**src/include/ssi_rx_defines.svh**
```systemverilog
`ifndef SSI_RX_DEFINES_SVH
`define SSI_RX_DEFINES_SVH

// lane word size, one SSI sample per lane
`define SSI_WORD_W 16

// sample buffer entries
`define SSI_FIFO_DEPTH 4

// accepted sample counter
`define SSI_CNT_W 16

`endif

```
**src/rtl/ssi_rx_pkg.sv**
```systemverilog
`include "ssi_rx_defines.svh"

package ssi_rx_pkg;

  // **************************************************
  // lane and sample types
  // **************************************************

  // one serial lane word, MSB first on the wire
  typedef logic [`SSI_WORD_W-1:0] lane_word_t;

  // I in the upper half, matches the output tdata layout
  typedef struct packed {
    lane_word_t i;
    lane_word_t q;
  } iq_sample_t;

endpackage

```
**src/rtl/ssi_lane_deser.sv**
```systemverilog
`timescale 1ns/1ps
`include "ssi_rx_defines.svh"

module ssi_lane_deser
  import ssi_rx_pkg::*;
(
  input  logic       dclk_i,
  input  logic       rst_n_i,
  input  logic       strobe_i,
  input  logic       lane_i,
  output lane_word_t word_o,
  output logic       word_valid_o
);

  localparam int CNT_W = $clog2(`SSI_WORD_W);
  localparam logic [CNT_W-1:0] LAST_BIT = CNT_W'(`SSI_WORD_W - 1);

  logic [CNT_W-1:0] bit_cnt_q; // bits already taken
  logic             busy_q;

  // strobe edge takes bit 15, shifting stops once the word is full
  always_ff @(posedge dclk_i) begin
    if (strobe_i || busy_q) begin
      word_o <= {word_o[`SSI_WORD_W-2:0], lane_i};
    end
  end

  always_ff @(posedge dclk_i or negedge rst_n_i) begin
    if (!rst_n_i) begin
      busy_q       <= 1'b0;
      bit_cnt_q    <= '0;
      word_valid_o <= 1'b0;
    end else begin
      word_valid_o <= 1'b0;
      if (strobe_i) begin
        // restart, partial word is lost
        busy_q    <= 1'b1;
        bit_cnt_q <= CNT_W'(1);
      end else if (busy_q) begin
        bit_cnt_q <= bit_cnt_q + CNT_W'(1);
        if (bit_cnt_q == LAST_BIT) begin
          busy_q       <= 1'b0;
          word_valid_o <= 1'b1; // bit 0 just taken
        end
      end
    end
  end

  // **************************************************
  // checks
  // **************************************************

  // a word needs a fresh strobe and 16 edges, so pulses never touch
  a_single_pulse: assert property (
    @(posedge dclk_i) disable iff (!rst_n_i)
    word_valid_o |=> !word_valid_o
  );

endmodule

```
**src/rtl/ssi_sample_pack.sv**
```systemverilog
`timescale 1ns/1ps
`include "ssi_rx_defines.svh"

module ssi_sample_pack
  import ssi_rx_pkg::*;
(
  input  logic                  dclk_i,
  input  logic                  rst_n_i,
  input  logic                  strobe_i,
  input  logic                  enable_i,
  input  lane_word_t            i_word_i,
  input  lane_word_t            q_word_i,
  input  logic                  i_valid_i,
  input  logic                  q_valid_i,
  input  logic                  wr_ready_i,
  output iq_sample_t            sample_o,
  output logic                  sample_valid_o,
  output logic                  overflow_o,
  output logic [`SSI_CNT_W-1:0] sample_cnt_o
);

  logic enable_q;  // enable seen at the last strobe
  logic word_pair;

  assign word_pair = i_valid_i & q_valid_i;

  // payload register, only loaded when both lanes finish
  always_ff @(posedge dclk_i) begin
    if (word_pair) begin
      sample_o.i <= i_word_i;
      sample_o.q <= q_word_i;
    end
  end

  // **************************************************
  // enable, write strobe, count and overflow
  // **************************************************

  always_ff @(posedge dclk_i or negedge rst_n_i) begin
    if (!rst_n_i) begin
      enable_q       <= 1'b0;
      sample_valid_o <= 1'b0;
      overflow_o     <= 1'b0;
      sample_cnt_o   <= '0;
    end else begin
      if (strobe_i) begin
        enable_q <= enable_i;
      end

      // disabled samples never reach the buffer
      sample_valid_o <= word_pair & enable_q;

      if (sample_valid_o && wr_ready_i) begin
        sample_cnt_o <= sample_cnt_o + 1'b1;
      end

      // the link can't stall, so a full buffer loses the sample
      if (sample_valid_o && !wr_ready_i) begin
        overflow_o <= 1'b1; // sticky until reset
      end
    end
  end

  // **************************************************
  // checks
  // **************************************************

  // both lanes share the strobe, so both deserializers finish together
  a_lanes_aligned: assert property (
    @(posedge dclk_i) disable iff (!rst_n_i)
    i_valid_i == q_valid_i
  );

endmodule

```
**src/rtl/sample_fifo.sv**
```systemverilog
`timescale 1ns/1ps
`include "ssi_rx_defines.svh"

module sample_fifo
  import ssi_rx_pkg::*;
#(
  parameter type T     = iq_sample_t,
  parameter int  DEPTH = `SSI_FIFO_DEPTH
) (
  input  logic dclk_i,
  input  logic rst_n_i,
  input  T     wr_data_i,
  input  logic wr_valid_i,
  output logic wr_ready_o,
  output T     rd_data_o,
  output logic rd_valid_o,
  input  logic rd_ready_i
);

  localparam int PTR_W = $clog2(DEPTH);
  localparam int CNT_W = $clog2(DEPTH + 1);

  T                 mem_q [DEPTH];
  logic [PTR_W-1:0] wr_ptr_q;
  logic [PTR_W-1:0] rd_ptr_q;
  logic [CNT_W-1:0] occ_q;    // entries held, output register included
  logic             wr_en;
  logic             rd_en;
  logic             load;
  logic             mem_empty;

  function automatic logic [PTR_W-1:0] ptr_next(input logic [PTR_W-1:0] ptr);
    return (ptr == PTR_W'(DEPTH - 1)) ? '0 : ptr + PTR_W'(1);
  endfunction

  assign wr_ready_o = (occ_q < CNT_W'(DEPTH));
  assign wr_en      = wr_valid_i & wr_ready_o;
  assign rd_en      = rd_valid_o & rd_ready_i;
  assign mem_empty  = (occ_q == CNT_W'(rd_valid_o));
  assign load       = !mem_empty && (!rd_valid_o || rd_ready_i); // refill output reg

  always_ff @(posedge dclk_i) begin
    if (wr_en) begin
      mem_q[wr_ptr_q] <= wr_data_i;
    end
    if (load) begin
      rd_data_o <= mem_q[rd_ptr_q];
    end
  end

  always_ff @(posedge dclk_i or negedge rst_n_i) begin
    if (!rst_n_i) begin
      wr_ptr_q   <= '0;
      rd_ptr_q   <= '0;
      occ_q      <= '0;
      rd_valid_o <= 1'b0;
    end else begin
      if (wr_en) wr_ptr_q <= ptr_next(wr_ptr_q);
      if (load) begin
        rd_ptr_q   <= ptr_next(rd_ptr_q);
        rd_valid_o <= 1'b1;
      end else if (rd_en) begin
        rd_valid_o <= 1'b0;
      end
      occ_q <= occ_q + CNT_W'(wr_en) - CNT_W'(rd_en);
    end
  end

  // **************************************************
  // checks
  // **************************************************

  // a write into a full buffer would push the count past DEPTH
  a_no_overfill: assert property (
    @(posedge dclk_i) disable iff (!rst_n_i)
    occ_q <= CNT_W'(DEPTH)
  );

  a_hold_on_stall: assert property (
    @(posedge dclk_i) disable iff (!rst_n_i)
    rd_valid_o && !rd_ready_i |=> rd_valid_o && $stable(rd_data_o)
  );

endmodule

```
**src/rtl/ssi_rx_top.sv**
```systemverilog
`timescale 1ns/1ps
`include "ssi_rx_defines.svh"

module ssi_rx_top
  import ssi_rx_pkg::*;
(
  input  logic                    dclk_i,
  input  logic                    rst_n_i,
  input  logic                    strobe_i,
  input  logic                    idata_i,
  input  logic                    qdata_i,
  input  logic                    enable_i,
  output logic [2*`SSI_WORD_W-1:0] m_tdata_o,
  output logic                    m_tvalid_o,
  input  logic                    m_tready_i,
  output logic                    overflow_o,
  output logic [`SSI_CNT_W-1:0]    sample_cnt_o
);

  lane_word_t i_word;
  lane_word_t q_word;
  logic       i_valid;
  logic       q_valid;
  iq_sample_t sample;
  logic       sample_valid;
  logic       wr_ready;
  iq_sample_t fifo_data;

  // **************************************************
  // lane deserializers
  // **************************************************

  ssi_lane_deser i_deser_inst (
    .dclk_i       (dclk_i),
    .rst_n_i      (rst_n_i),
    .strobe_i     (strobe_i),
    .lane_i       (idata_i),
    .word_o       (i_word),
    .word_valid_o (i_valid)
  );

  ssi_lane_deser q_deser_inst (
    .dclk_i       (dclk_i),
    .rst_n_i      (rst_n_i),
    .strobe_i     (strobe_i),
    .lane_i       (qdata_i),
    .word_o       (q_word),
    .word_valid_o (q_valid)
  );

  ssi_sample_pack ssi_sample_pack_inst (
    .dclk_i         (dclk_i),
    .rst_n_i        (rst_n_i),
    .strobe_i       (strobe_i),
    .enable_i       (enable_i),
    .i_word_i       (i_word),
    .q_word_i       (q_word),
    .i_valid_i      (i_valid),
    .q_valid_i      (q_valid),
    .wr_ready_i     (wr_ready),
    .sample_o       (sample),
    .sample_valid_o (sample_valid),
    .overflow_o     (overflow_o),
    .sample_cnt_o   (sample_cnt_o)
  );

  sample_fifo #(
    .T (iq_sample_t)
  ) sample_fifo_inst (
    .dclk_i     (dclk_i),
    .rst_n_i    (rst_n_i),
    .wr_data_i  (sample),
    .wr_valid_i (sample_valid),
    .wr_ready_o (wr_ready),
    .rd_data_o  (fifo_data),
    .rd_valid_o (m_tvalid_o),
    .rd_ready_i (m_tready_i)
  );

  assign m_tdata_o = fifo_data; // {i, q} flat

endmodule

```
**config.mk**
```make
export PLATFORM = sky130hd
export DESIGN_NAME = ssi_rx_top
export DESIGN_NICKNAME = d
export VERILOG_FILES = /design/src/rtl/ssi_rx_pkg.sv /design/src/rtl/ssi_lane_deser.sv /design/src/rtl/ssi_sample_pack.sv /design/src/rtl/sample_fifo.sv /design/src/rtl/ssi_rx_top.sv
export VERILOG_INCLUDE_DIRS = /design/src /design/src/include
export SDC_FILE = /design/constraint.sdc
export NUM_CORES = 1
export LEC_CHECK = 0
export BUFFER_PORTS_ARGS = -buffer_cell sky130_fd_sc_hd__buf_2
export CAP_MARGIN = 25
export CORE_ASPECT_RATIO = 1.1
export CORE_UTILIZATION = 50
export CTS_CLUSTER_DIAMETER = 30
export DETAILED_ROUTE_END_ITERATION = 8
export GPL_TIMING_DRIVEN = 0
export PLACE_DENSITY_LB_ADDON = 0.3
export SYNTH_ARGS = -nofsm -noshare
export SYNTH_HDL_FRONTEND = slang
export SYNTH_SLANG_ARGS = --single-unit
```
**constraint.sdc**
```tcl
create_clock -name dclk_i -period 5.7 [get_ports dclk_i]
set_clock_uncertainty 0.05 [all_clocks]
set_input_delay 1.14 -clock dclk_i [delete_from_list [all_inputs] [get_ports dclk_i]]
set_output_delay 1.14 -clock dclk_i [all_outputs]
set_load 0.005 [all_outputs]
```
# Word-level counts from Yosys, hierarchy flattened
# Memories as Yosys holds them, arrays and structs flattened. A register that Yosys moved wholly into a read port is not among the register bits.
# Index checks and enable logic that the tools add are counted.
# totals
output_inout_bits,50
word_cells,70
in_bits,7
regBits,103
n_memories,1
ram_bits,128
# memory_table
name,depth,width,rd,rd_ports_with_merged_regs,wr,line_no,source
sample_fifo_inst.mem_q,4,32,1,1,1,sample_fifo.sv:23,T mem_q [DEPTH];
# op_classes
n_mux,22
add_sub_neg,7
n_reduce_logical,12
order_cmp,1
eq_ne,5
bitwise_logic,4
# op_table
cell,count
"16-bit by 1-bit adder with 16-bit output, second input constant",1
1-bit two-way mux,16
4-bit two-way mux,4
"4-bit by 1-bit adder with 4-bit output, second input constant",2
"4-bit == test, second input constant",2
2-bit nonzero test,3
"2-bit by 1-bit adder with 2-bit output, second input constant",2
1-bit bitwise AND,4
"2-bit == test, second input constant",2
2-bit two-way mux,2
3-bit by 1-bit adder with 3-bit output,1
3-bit by 1-bit == test with 1-bit output,1
1-bit logical AND,3
1-bit logical NOT,3
1-bit logical OR,3
"3-bit less-than comparator, second input constant",1
3-bit by 1-bit subtractor with 3-bit output,1

# Depth between registers and ports, before layout
# Gate-level depths: netlist of the first run.
# logic_depth
depth_word,4
ltp_mapped,8
ltp_nobuf,8

# Modules after synthesis
# From an unflattened synthesis of the first run, not the netlist that was laid out.
# unflattened
cells_unflattened,425
hier_area_um2,9465.3
# by_module_without_submodules
mod,cells_each,area_per_inst_um2,n_inst
sample_fifo,246,6099.6,1
ssi_sample_pack,101,1809.2,1
ssi_lane_deser,39,778.2,2

# Worst setup path before layout of the first run
# No wires, ideal clock.
# synth_timing
kind,input port to flip-flop
startpoint,in m_tready_i
endpoint,reg sample_fifo_inst.rd_ptr_q[0]
t_arrival_ps,3303
stages,3
setup_time_ps,127
slack_ps,2221
n_path_buf,0
path_cell_list,nor2b_1 -> a21oi_1 -> mux2_2
# synth_between
elab_chain_len,2
# synth_rtl
item,line_no,source
"start, declared",ssi_rx_top.sv:15,"input logic m_tready_i,"
1-bit logical OR,sample_fifo.sv:40,assign load = !mem_empty && (!rd_valid_o || rd_ready_i);
1-bit logical AND,sample_fifo.sv:40,
net sample_fifo_inst.load,sample_fifo.sv:29,logic load;
"end signal, assigned",sample_fifo.sv:60,rd_ptr_q <= ptr_next(rd_ptr_q);
"end, declared",sample_fifo.sv:25,logic [PTR_W-1:0] rd_ptr_q;
# The timed path passes the listed nets, and every way through them passes these cells.
# A chain may end at the register's enable or synchronous reset.

# Final worst setup path of the first run
# layout_timing
startpoint,reg ssi_sample_pack_inst.sample_cnt_o[0]
endpoint,out sample_cnt_o[0]
# layout_rtl
item,line_no,source
"start, declared",ssi_sample_pack.sv:19,output logic [`SSI_CNT_W-1:0] sample_cnt_o
"start signal, assigned",ssi_sample_pack.sv:54,sample_cnt_o <= sample_cnt_o + 1'b1;
"end, declared",ssi_rx_top.sv:17,output logic [`SSI_CNT_W-1:0] sample_cnt_o
# No word-level cell between the ends.

==> results of run 1 <==
path summary, 6_finish.rpt:
check	start	to	slack, ps	cells past startpoint
max	ssi_sample_pack_inst.sample_cnt_o[0]	sample_cnt_o[0]	3370	1
min	q_deser_inst.word_o[15]	ssi_sample_pack_inst.sample_o[15]	370	0
max reg2reg	sample_fifo_inst.occ_q[2]	sample_fifo_inst.mem_q[2][25]	3530	3
min reg2reg	q_deser_inst.word_o[15]	ssi_sample_pack_inst.sample_o[15]	370	0
max in group asynchronous	rst_n_i	ssi_sample_pack_inst.sample_cnt_o[15]	4320	1
min in group asynchronous	rst_n_i	q_deser_inst.bit_cnt_q[3]	710	1
cell usage after synthesis, drive strengths merged:
master | n | area share, %
a21o | 3 | 0.24
a21oi | 1 | 0.053
and2 | 6 | 0.40
and3 | 4 | 0.27
buf | 7 | 0.45
clkbuf | 5 | 0.20
dfrtp | 39 | 10
edfxtp | 224 | 72
fa | 1 | 0.21
ha | 10 | 1.3
inv | 7 | 0.28
mux2 | 4 | 0.48
mux2i | 2 | 0.21
mux4 | 32 | 7.7
nand2 | 12 | 0.51
nand2b | 2 | 0.13
nand3 | 4 | 0.27
nand3b | 1 | 0.080
nand4 | 5 | 0.49
nand4b | 1 | 0.25
nor2 | 12 | 0.48
nor2b | 2 | 0.13
nor3b | 2 | 0.16
nor4 | 3 | 0.68
o21ai | 3 | 0.16
or2 | 3 | 0.20
xnor2 | 15 | 1.4
xor2 | 9 | 0.84
logic make-up (layout without fill, tap and decap cells):
kind of cell	Yosys count	count (layout)	share of synthesized area, %
AND/OR/NAND/NOR	57	57	4.07
buffers and inverters	19	147	0.936
multiplexers	38	38	8.40
XOR/XNOR	24	24	2.25
flip-flops	263	263	82.3
adder cells (fa/ha/maj)	11	11	1.55
AO/OA/AOI/OAI	7	7	0.455
power by group:
| group | internal, mW | switching (mW) |
|---|---|---|
| Clock | 1.46 | 0.825 |
| Combinational | 0.346 | 0.309 |
| Sequential | 2.28 | 0.0581 |
| Total | 4.08 | 1.19 |
per-stage QoR:
stage	area, um2	hold slack (ps)	power (mW)	setup slack (ps)
after CTS	11300	373	5.35	3340
final	11300	375	5.28	3370
after detailed placement	10000	365	3.05	3000
after floorplan	9350	350	2.80	2220
after global routing	11300	377	5.49	3300
after global placement	9940	368	3.01	987
sequential cells by signal, summed over array words and instances, names as in the netlist, 2 cells and up:
signal / count
sample_fifo_inst.mem_q: 128
sample_fifo_inst.rd_ptr_q: 2
sample_fifo_inst.wr_ptr_q: 2
sample_fifo_inst.occ_q: 3
sample_fifo_inst.rd_data_o: 32
q_deser_inst.bit_cnt_q: 4
ssi_sample_pack_inst.sample_o: 32
ssi_sample_pack_inst.sample_cnt_o: 16
i_deser_inst.bit_cnt_q: 4
q_deser_inst.word_o: 16
i_deser_inst.word_o: 16
routing by layer:
layer | GRT usage (%) | vias to the layer above
met3 | 4.32 | 23
met2 | 26.9 | 98
li1 | - | 1851
met4 | 5.80 | 0
met5 | 0 | -
met1 | 19.6 | 2068
cell type report:
type | count | share of cell area [%]
well taps | 243 | 2.69
clock inverters | 26 | 2.14
inverters | 7 | 0.232
repair buffers | 59 | 3.08
clock buffers | 43 | 9.23
multi-input cells | 137 | 14.0
plain buffers | 12 | 0.542
flip-flops and latches | 263 | 68.1
==> impl_results.md, run 1 <==
- Outcome: complete, no violations
- Post-route setup TNS: 0 ps
- Drt wl/cell: between 15 and 20 um
- Clock buffer depth: 3
- Warnings from Yosys: 0
- Placed insts: approximately 720
- First-pass GRT wire length: roughly 23 mm
- Final hold viol count: 0
- # DRC: 0
- Clk sinks: about 260
- Met3 Wirelength: between 700 and 800 um
- Final HPWL DP: slightly above 8 mm
- Final Wtd Congestion: between 0.6 and 0.7
- DR WL met2: roughly 7.3 mm
- Drt first pass iters: 4
- Storage cell area: 7700 um2
- CP Class: reg -> out
- Core area: ~18000 um2
- Most frequent cells in the layout: edfxtp_1 (224), buf_2 (60), clkbuf_16 (41), dfrtp_1 (39), mux4_2 (32)
- Initial antenna violation count: 0
- Via Count: approximately 4000
- Normalized max-slew margin: between 30% and 40%
- Share of the yosys chip area belonging to registers: between 80% and 90%
- Gate count of the mapped netlist: about 420
- Library cells used by synthesis: 33
- Max-cap violations: 0
- Vias in the first global route: approximately 4500
- Fin crit period: roughly 2300 ps
- CTS tree: yes
- Post-Layout Cell Count: 790
- CTS buffer count: 38
- CP Max Fanout: 5
- Clk slew on worst S/H paths: roughly 60 ps
- Final wirelength: between 10 and 15 mm
- IO Count: 57
- Final core utilization: around three fifths
- Vert. Die Dim: approximately 150 um
- Worst path bufs/invs: 1
- RSZ-0062 raised after global routing: no
- Mapped Avg Cell Area: roughly 22 um2
- Fin. max-slew vios: 0
- Setup violators final: 0
- Die Area: about 19000 um2
- Worst Hold Class: reg -> reg
- DR top layer: met4
- FF+latch count, synth: 263
- Synth-to-Final Area Change: 20.9%
- Postcts setup bufs: 0
- Multi-input logic area: 1580 um2
- Clock root cell: clkbuf_16
- H-tree levels: 2
- Fin nets: approximately 540
- PwrDens: 466 nW/um2
- Max stage delay on crit path: about 480 ps
- Critical path data arrival time: 1140 ps
- PostCTS Resize Cnt: 0
- Diode count: 0
- DRT antenna net count: 0
- Peak supply drop: 0.289 mV
- Worst-margin pin slew: ~960 ps
- Slowest cell on crit path: dfrtp_1
- Syn_nets: between 400 and 500
- Worst Setup End Kind: primary output
- WP data required: 4510 ps
- Largest net degree at the start of global routing: 40
- Worst path cell trace: buf_2
- All-Layer GR Usage: roughly 16%
- # fillers: between 1000 and 1500
- Via density: ~5
- Synthesized cell area: 9350 um2
- Leak pwr: 4.18 nW
- Period utilisation layout: approximately two fifths
- M1 wire length: ~6 mm
- Hold_buf cts: 0
- FP Rows: between 50 and 60
- Layout cells sized above 1: between 30% and 40%
- Commonest non-fill, non-tap cell in the layout: edfxtp_1
- Congestion Overflow GR: 0
- Top cell family by delay on the critical path: flip-flops
- First-iteration detailed-routing DRC count: ~160
- Initial Utilization: 51.0%
- IO buf count: 56
- Die Span X: around 130 um
- Skew-Pair Late Insertion Delay: around 500 ps
- Worst Setup Start Kind: flop
- Max Freq: 429 MHz
Note: power is estimated with default switching activity, not from simulation.
==> run 2, diff against run 1 <==
==> constraint.sdc (replaced) <==
create_clock -name dclk_i -period 2.4 [get_ports dclk_i]
set_clock_uncertainty 0.05 [all_clocks]
set_input_delay 0.48 -clock dclk_i [delete_from_list [all_inputs] [get_ports dclk_i]]
set_output_delay 0.48 -clock dclk_i [all_outputs]
set_load 0.005 [all_outputs]
==> run 2 against run 1 <==
Power grew to 2.5 times the previous value. First-iteration DRC count is 20% higher. Hold slack worse by 320 ps. Critical endpoint is now sample_fifo_inst.mem_q[3][21]. Highest routed layer unchanged. Sequential power is 140% higher.
==> impl_results.md, run 2 (synthesis results as in run 1) <==
- RSZ-0062 raised after global routing: no
- Placed insts: slightly above 700
- R2R cell count: 3
- Peak supply drop: 0.739 mV
- Drt first pass iters: 5
- Initial Utilization: approximately half
- Diode count: 0
- Part of the power in registers: around two fifths
- Worst Setup Start Kind: flop
- CTS tree: yes
- Normalized max-slew margin: about 40%
- Fin. max-slew vios: 0
- Internal power: 10.3 mW
- Reg with most FFs: sample_fifo_inst.mem_q
- Die Area: about 19000 um2
- Layout cells sized above 1: ~34%
- Clock power share: between 40% and 50%
- Via Count: ~4100
- Synth-to-Final Area Change: 22.6%
- Clk slew on worst S/H paths: 50 ps
- Largest net degree at the start of global routing: 40
- Post-Layout Cell Count: between 700 and 800
- H-tree levels: 2
- Core area: between 15000 and 20000 um2
- FF-to-FF End: sample_fifo_inst.mem_q[3][21]
- CP Class: reg -> reg
- IO Count: 57
- Postcts setup bufs: 0
- Skew-Pair Late Insertion Delay: around 500 ps
- Final core utilization: between 60% and 70%
- Congestion Overflow GR: 0
- Outcome: complete, no violations
- Vias in the first global route: approximately 4400
- Clk sinks: around 260
- Die Span X: 132 um
- First-iteration detailed-routing DRC count: slightly below 200
- Clock root cell: clkbuf_16
- WP data required: 2470 ps
- Hold_buf cts: 0
- Reg2reg start: ssi_sample_pack_inst.sample_valid_o
- Max reg flops: about 130
- Final wirelength: approximately 14 mm
- Max Freq: 464 MHz
- Fin crit period: approximately 2200 ps
- CP Max Fanout: 32
- First-pass GRT wire length: about 23 mm
- Most frequent cells in the layout: edfxtp_1 (224), buf_2 (60), clkbuf_16 (41), dfrtp_1 (39), mux4_2 (32)
- PwrDens: approximately 1200 nW/um2
- FP Rows: 52
- Final setup margin: 243 ps
- Worst-margin pin slew: about 900 ps
- # DRC: 0
- Initial antenna violation count: 0
- Period utilisation layout: around 90%
- DRT antenna net count: 0
- Worst Setup End Kind: flop
- Commonest non-fill, non-tap cell in the layout: edfxtp_1
- Leak pwr: 4.27 nW
- All-Layer GR Usage: between 15 and 20%
- Pre-CTS setup slack: roughly 200 ps
- Final Wtd Congestion: ~0.7
- Critical path data arrival time: between 2000 and 2500 ps
- CTS buffer count: 40
- Setup violators final: 0
- Via density: slightly above 5
- Fin nets: between 500 and 600
- Worst Hold Class: in -> async
- Clock buffer depth: 3
- Switching pwr: slightly below 3 mW
- FF-to-FF setup slack: 240 ps
- DP Area: 10000 um2
- Final hold viol count: 0
- Design Area, Final: between 10000 and 15000 um2
- Largest regs: sample_fifo_inst.mem_q (128), sample_fifo_inst.rd_data_o (32), ssi_sample_pack_inst.sample_o (32)
- PostCTS Resize Cnt: 0
- Sw Ratio: 21.9%
- Final HPWL DP: between 8 and 9 mm
- Drt wl/cell: about 18 um
- Max-cap violations: 0
- Combinational Power Share: 11.8%
- IO buf count: 56
- Vert. Die Dim: between 100 and 150 um
-- run 2: area by class of cell --
| class | count | area (um2) |
|---|---|---|
| Sequential cell | 263 | 7700 |
| Fill cell | 1291 | 6880 |
| Multi-Input combinational cell | 137 | 1580 |
| Clock buffer | 43 | 1030 |
| Clock inverter | 28 | 412 |
| Timing Repair Buffer | 59 | 348 |
| Tap cell | 243 | 304 |
| Buffer | 12 | 61.3 |
| Inverter | 7 | 26.3 |
-- run 2: per-stage QoR --
stage / power, mW / hold WS [ps] / setup TNS, ps
floorplan: 6.65 / 134 / 0
global placement: 7.14 / 361 / -57240
detailed placement: 7.25 / 356 / 0
CTS: 13.4 / 68.4 / 0
global route: 13.7 / 103 / 0
finish: 13.3 / 56.2 / 0
-- run 2: worst max path at each step --
stage | start | endpoint | slack, ps | depth (start not counted)
floorplan | sample_fifo_inst.rd_valid_o | sample_fifo_inst.rd_ptr_q[0] | 270 | 3
global placement | sample_fifo_inst.occ_q[2] | sample_fifo_inst.rd_ptr_q[0] | -460 | 3
detailed placement | ssi_sample_pack_inst.sample_valid_o | sample_fifo_inst.mem_q[2][4] | 200 | 3
CTS | ssi_sample_pack_inst.sample_valid_o | sample_fifo_inst.mem_q[2][21] | 190 | 3
global route | ssi_sample_pack_inst.sample_valid_o | sample_fifo_inst.mem_q[2][1] | 60 | 3
finish | ssi_sample_pack_inst.sample_valid_o | sample_fifo_inst.mem_q[3][21] | 240 | 3
-- run 2: worst max-delay path, cell delays in order (launching register included) --
cell,delay [ps]
dfrtp_1,430
nor2b_1,270
buf_2,250
and2_2,770
-- run 2: per-layer routing --
metal / vias to the layer above / track usage [%] / wire (um)
li1: 1853 / - / -
met1: 2092 / 21.2 / 6470
met2: 94 / 24.8 / 6910
met3: 39 / 3.69 / 650
met4: 0 / 7.36 / 396
met5: - / 0 / 0
-- run 2: power by group through the flow --
stage / combinational [mW] / clock (mW) / sequential (mW)
6_report: 1.57 / 6.14 / 5.55
5_1_grt: 1.71 / 6.44 / 5.58
4_1_cts: 1.62 / 6.26 / 5.55
3_5_place_dp: 1.60 / 0 / 5.64
3_3_place_gp: 1.50 / 0 / 5.64
2_1_floorplan: 0.994 / 0 / 5.65
==> run 3, diff against run 2 <==
--- a/config.mk
+++ b/config.mk
@@ -14,6 +14,8 @@
 export DETAILED_ROUTE_END_ITERATION = 8
 export GPL_TIMING_DRIVEN = 0
 export PLACE_DENSITY_LB_ADDON = 0.3
+export SKIP_LAST_GASP = 1
 export SYNTH_ARGS = -nofsm -noshare
 export SYNTH_HDL_FRONTEND = slang
+export SYNTH_HIERARCHICAL = 1
 export SYNTH_SLANG_ARGS = --single-unit
==> constraint.sdc (replaced) <==
create_clock -name dclk_i -period 2.4 [get_ports dclk_i]
set_clock_uncertainty 0.05 [all_clocks]
set_input_delay 0.48 -clock dclk_i [delete_from_list [all_inputs] [get_ports dclk_i]]
set_output_delay 0.48 -clock dclk_i [all_outputs]
set_load 0.1 [all_outputs]
==> run 3 against run 2 <==
Flip-flop and latch count unchanged. Sequential share of layout area decreased by 0.45 points. Clock power shrank 8.5%. Core utilization hardly changed. Synthesized cell count is 1.4% higher. Largest cell class unchanged. Highest routed layer unchanged.
==> impl_results.md, run 3 <==
- First-iteration detailed-routing DRC count: 278
- Layout cells sized above 1: 34.6%
- Post-synth top area cell: edfxtp_1
- Final hold viol count: 0
- Top cell family by delay on the critical path: adder cells
- WP data required: ~2800 ps
- All-Layer GR Usage: 16.1%
- Setup violators final: 0
- Final setup margin: roughly 240 ps
- Syn_nets: between 400 and 500
- RSZ-0062 raised after global routing: no
- # DRC: 0
- Most frequent cells in the layout: edfxtp_1 (224), buf_2 (59), clkbuf_16 (42), dfrtp_1 (38), mux4_2 (28)
- Outcome: complete, no violations
- Vias in the first global route: around 4400
- Fin. max-slew vios: 0
- CP Class: reg -> reg
- DRT antenna net count: 0
- Vert. Die Dim: 146 um
- Worst path bufs/invs: 1
- Die Span X: between 100 and 150 um
- Via Count: about 4200
- Max reg flops: about 130
- Largest net degree at the start of global routing: 40
- Reg with most FFs: sample_fifo_inst/mem_q
- Core area: roughly 18000 um2
- Post-Layout Cell Count: around 800
- Largest regs: sample_fifo_inst/mem_q (128), sample_fifo_inst/rd_data_o (32), ssi_sample_pack_inst/sample_o (32)
- Most instantiated library cell after synthesis: edfxtp_1
- Crit path top cell by count: xnor2_1
- Leak pwr: about 4.2 nW
- CTS buffer count: 40
- FF+latch count, synth: 263
- IO Count: 57
- Warnings from Yosys: 6
- Post-synth top cells: edfxtp_1 (224), dfrtp_1 (39), mux4_2 (28)
- CTS tree: yes
- Congestion Overflow GR: 0
- H-tree levels: 2
- Synthesized cell area: about 9500 um2
- Worst path cell trace: nor2b_1, clkbuf_1, or2_2, nand2_1, ha_1, fa_1, xnor2_1, xnor2_1
- PwrDens: between 1000 and 1500 nW/um2
- Max Freq: roughly 460 MHz
- Design Area, Final: around 12000 um2
- Fraction of registers with async set/reset: ~15%
- Drt first pass iters: 4
- Skew-Pair Late Insertion Delay: ~520 ps
- Share of the yosys chip area belonging to registers: 81.4%
- Placed insts: 729
- Peak supply drop: 0.722 mV
- Max stage delay on crit path: roughly 460 ps
- Worst Setup End Kind: flop
- Critical path data arrival time: ~2500 ps
- Worst-margin pin slew: 875 ps
- Worst Setup Start Kind: flop
- Normalized max-slew margin: between 40% and 50%
- Worst Hold Class: in -> async
- Clk slew on worst S/H paths: 60 ps
- Diode count: 0
- Clock root cell: clkbuf_16
- Final core utilization: between 60% and 70%
- Gate count of the mapped netlist: between 400 and 500
- IO buf count: between 50 and 60
- Most used DFF post-synth: edfxtp_1
- Main area contributors after synthesis: edfxtp_1 (71%), dfrtp_1 (10%), mux4_2 (6.7%), xnor2_1 (1.3%), ha_1 (1.2%)
- Slowest cell on crit path: dfrtp_1
- Max-cap violations: 0
- Initial Utilization: between 50% and 60%
- PostCTS Resize Cnt: 0
- Mapped Avg Cell Area: around 22 um2
- Fin nets: ~550
- Synth-to-Final Area Change: 22.0%
- Synth top area share: between 70 and 80%
- Via density: roughly 5.2
- Die Area: 19500 um2
- Fin Hold WS: approximately 43 ps
- Drt wl/cell: approximately 18 um
- FP Rows: 52
- Final HPWL DP: 8.41 mm
- CP Max Fanout: 10
- Clock buffer depth: 3
- Commonest non-fill, non-tap cell in the layout: edfxtp_1
- Hold_buf cts: 0
- Number of flops mapped to enable cells by yosys: ~220
- Clk sinks: around 260
- Initial antenna violation count: 0
- Pre-CTS setup slack: approximately 260 ps
- Final wirelength: between 10 and 15 mm
- Final Wtd Congestion: around 0.71
- First-pass GRT wire length: approximately 23 mm
- Postcts setup bufs: 0
- Fin crit period: about 2200 ps
- DP Area: just over 10000 um2
- Library cells used by synthesis: 38
- Period utilisation layout: ~90%
==> run 3: changes by cell type in the layout (fill, tap and decap cells not counted), moves of 4 or more <==
cell | previous run | this run
bufinv_16 | 9 | 2
mux4_1 | 0 | 4
buf_16 | 1 | 5
nand3_1 | 3 | 7
clkbuf_1 | 7 | 3
nand2_1 | 11 | 15
inv_6 | 5 | 9
mux4_2 | 32 | 28
==> run 3: worst paths after layout <==
path,endpoint,startpoint,slack (ps),cells past startpoint
hold / removal,i_deser_inst/bit_cnt_q[3],rst_n_i,40,1
min in group dclk_i,q_deser_inst/word_o[0],qdata_i,100,1
max in group asynchronous,sample_fifo_inst/rd_valid_o,rst_n_i,1650,1
setup reg to reg,sample_fifo_inst/occ_q[2],ssi_sample_pack_inst/sample_valid_o,240,8
setup / recovery,sample_fifo_inst/occ_q[2],ssi_sample_pack_inst/sample_valid_o,240,8
hold reg to reg,ssi_sample_pack_inst/sample_o[15],q_deser_inst/word_o[15],370,0
==> run 3: where the power goes <==
group	internal [mW]	switching (mW)
registers	5.40	0.130
clock network	3.51	2.11
logic	0.888	2.50
total	9.79	4.73
==> run 3: final cells by class <==
cell class	instances	area, um2
Buffer	11	116
Clock inverter	30	277
Fill cell	1280	6930
Inverter	5	18.8
Timing Repair Buffer	61	418
Multi-Input combinational cell	146	1640
Clock buffer	44	1070
Tap cell	243	304
Sequential cell	263	7700
==> run 3: logic make-up after synthesis <==
group,synth area share (%)
XOR/XNOR,1.85
adder cells (fa/ha/maj),1.40
AO/OA/AOI/OAI,0.806
buffers and inverters,1.43
AND/OR/NAND/NOR,4.36
multiplexers,8.78
flip-flops,81.4
==> run 3: metal layers <==
metal / vias to the layer above / routed length, um / GRT usage (%)
met4: 0 / 380 / 7.33
met3: 31 / 679 / 4.31
li1: 1900 / - / -
met5: - / 0 / 0
met2: 100 / 7670 / 27.7
met1: 2133 / 5890 / 18.9
==> run 3: per-stage QoR <==
| step | power (mW) | setup TNS, ps |
|---|---|---|
| global route | 15.0 | 0 |
| finish | 14.5 | 0 |
| detailed placement | 9.06 | 0 |
| floorplan | 8.49 | 0 |
| global placement | 8.97 | -50830 |
| CTS | 14.7 | 0 |
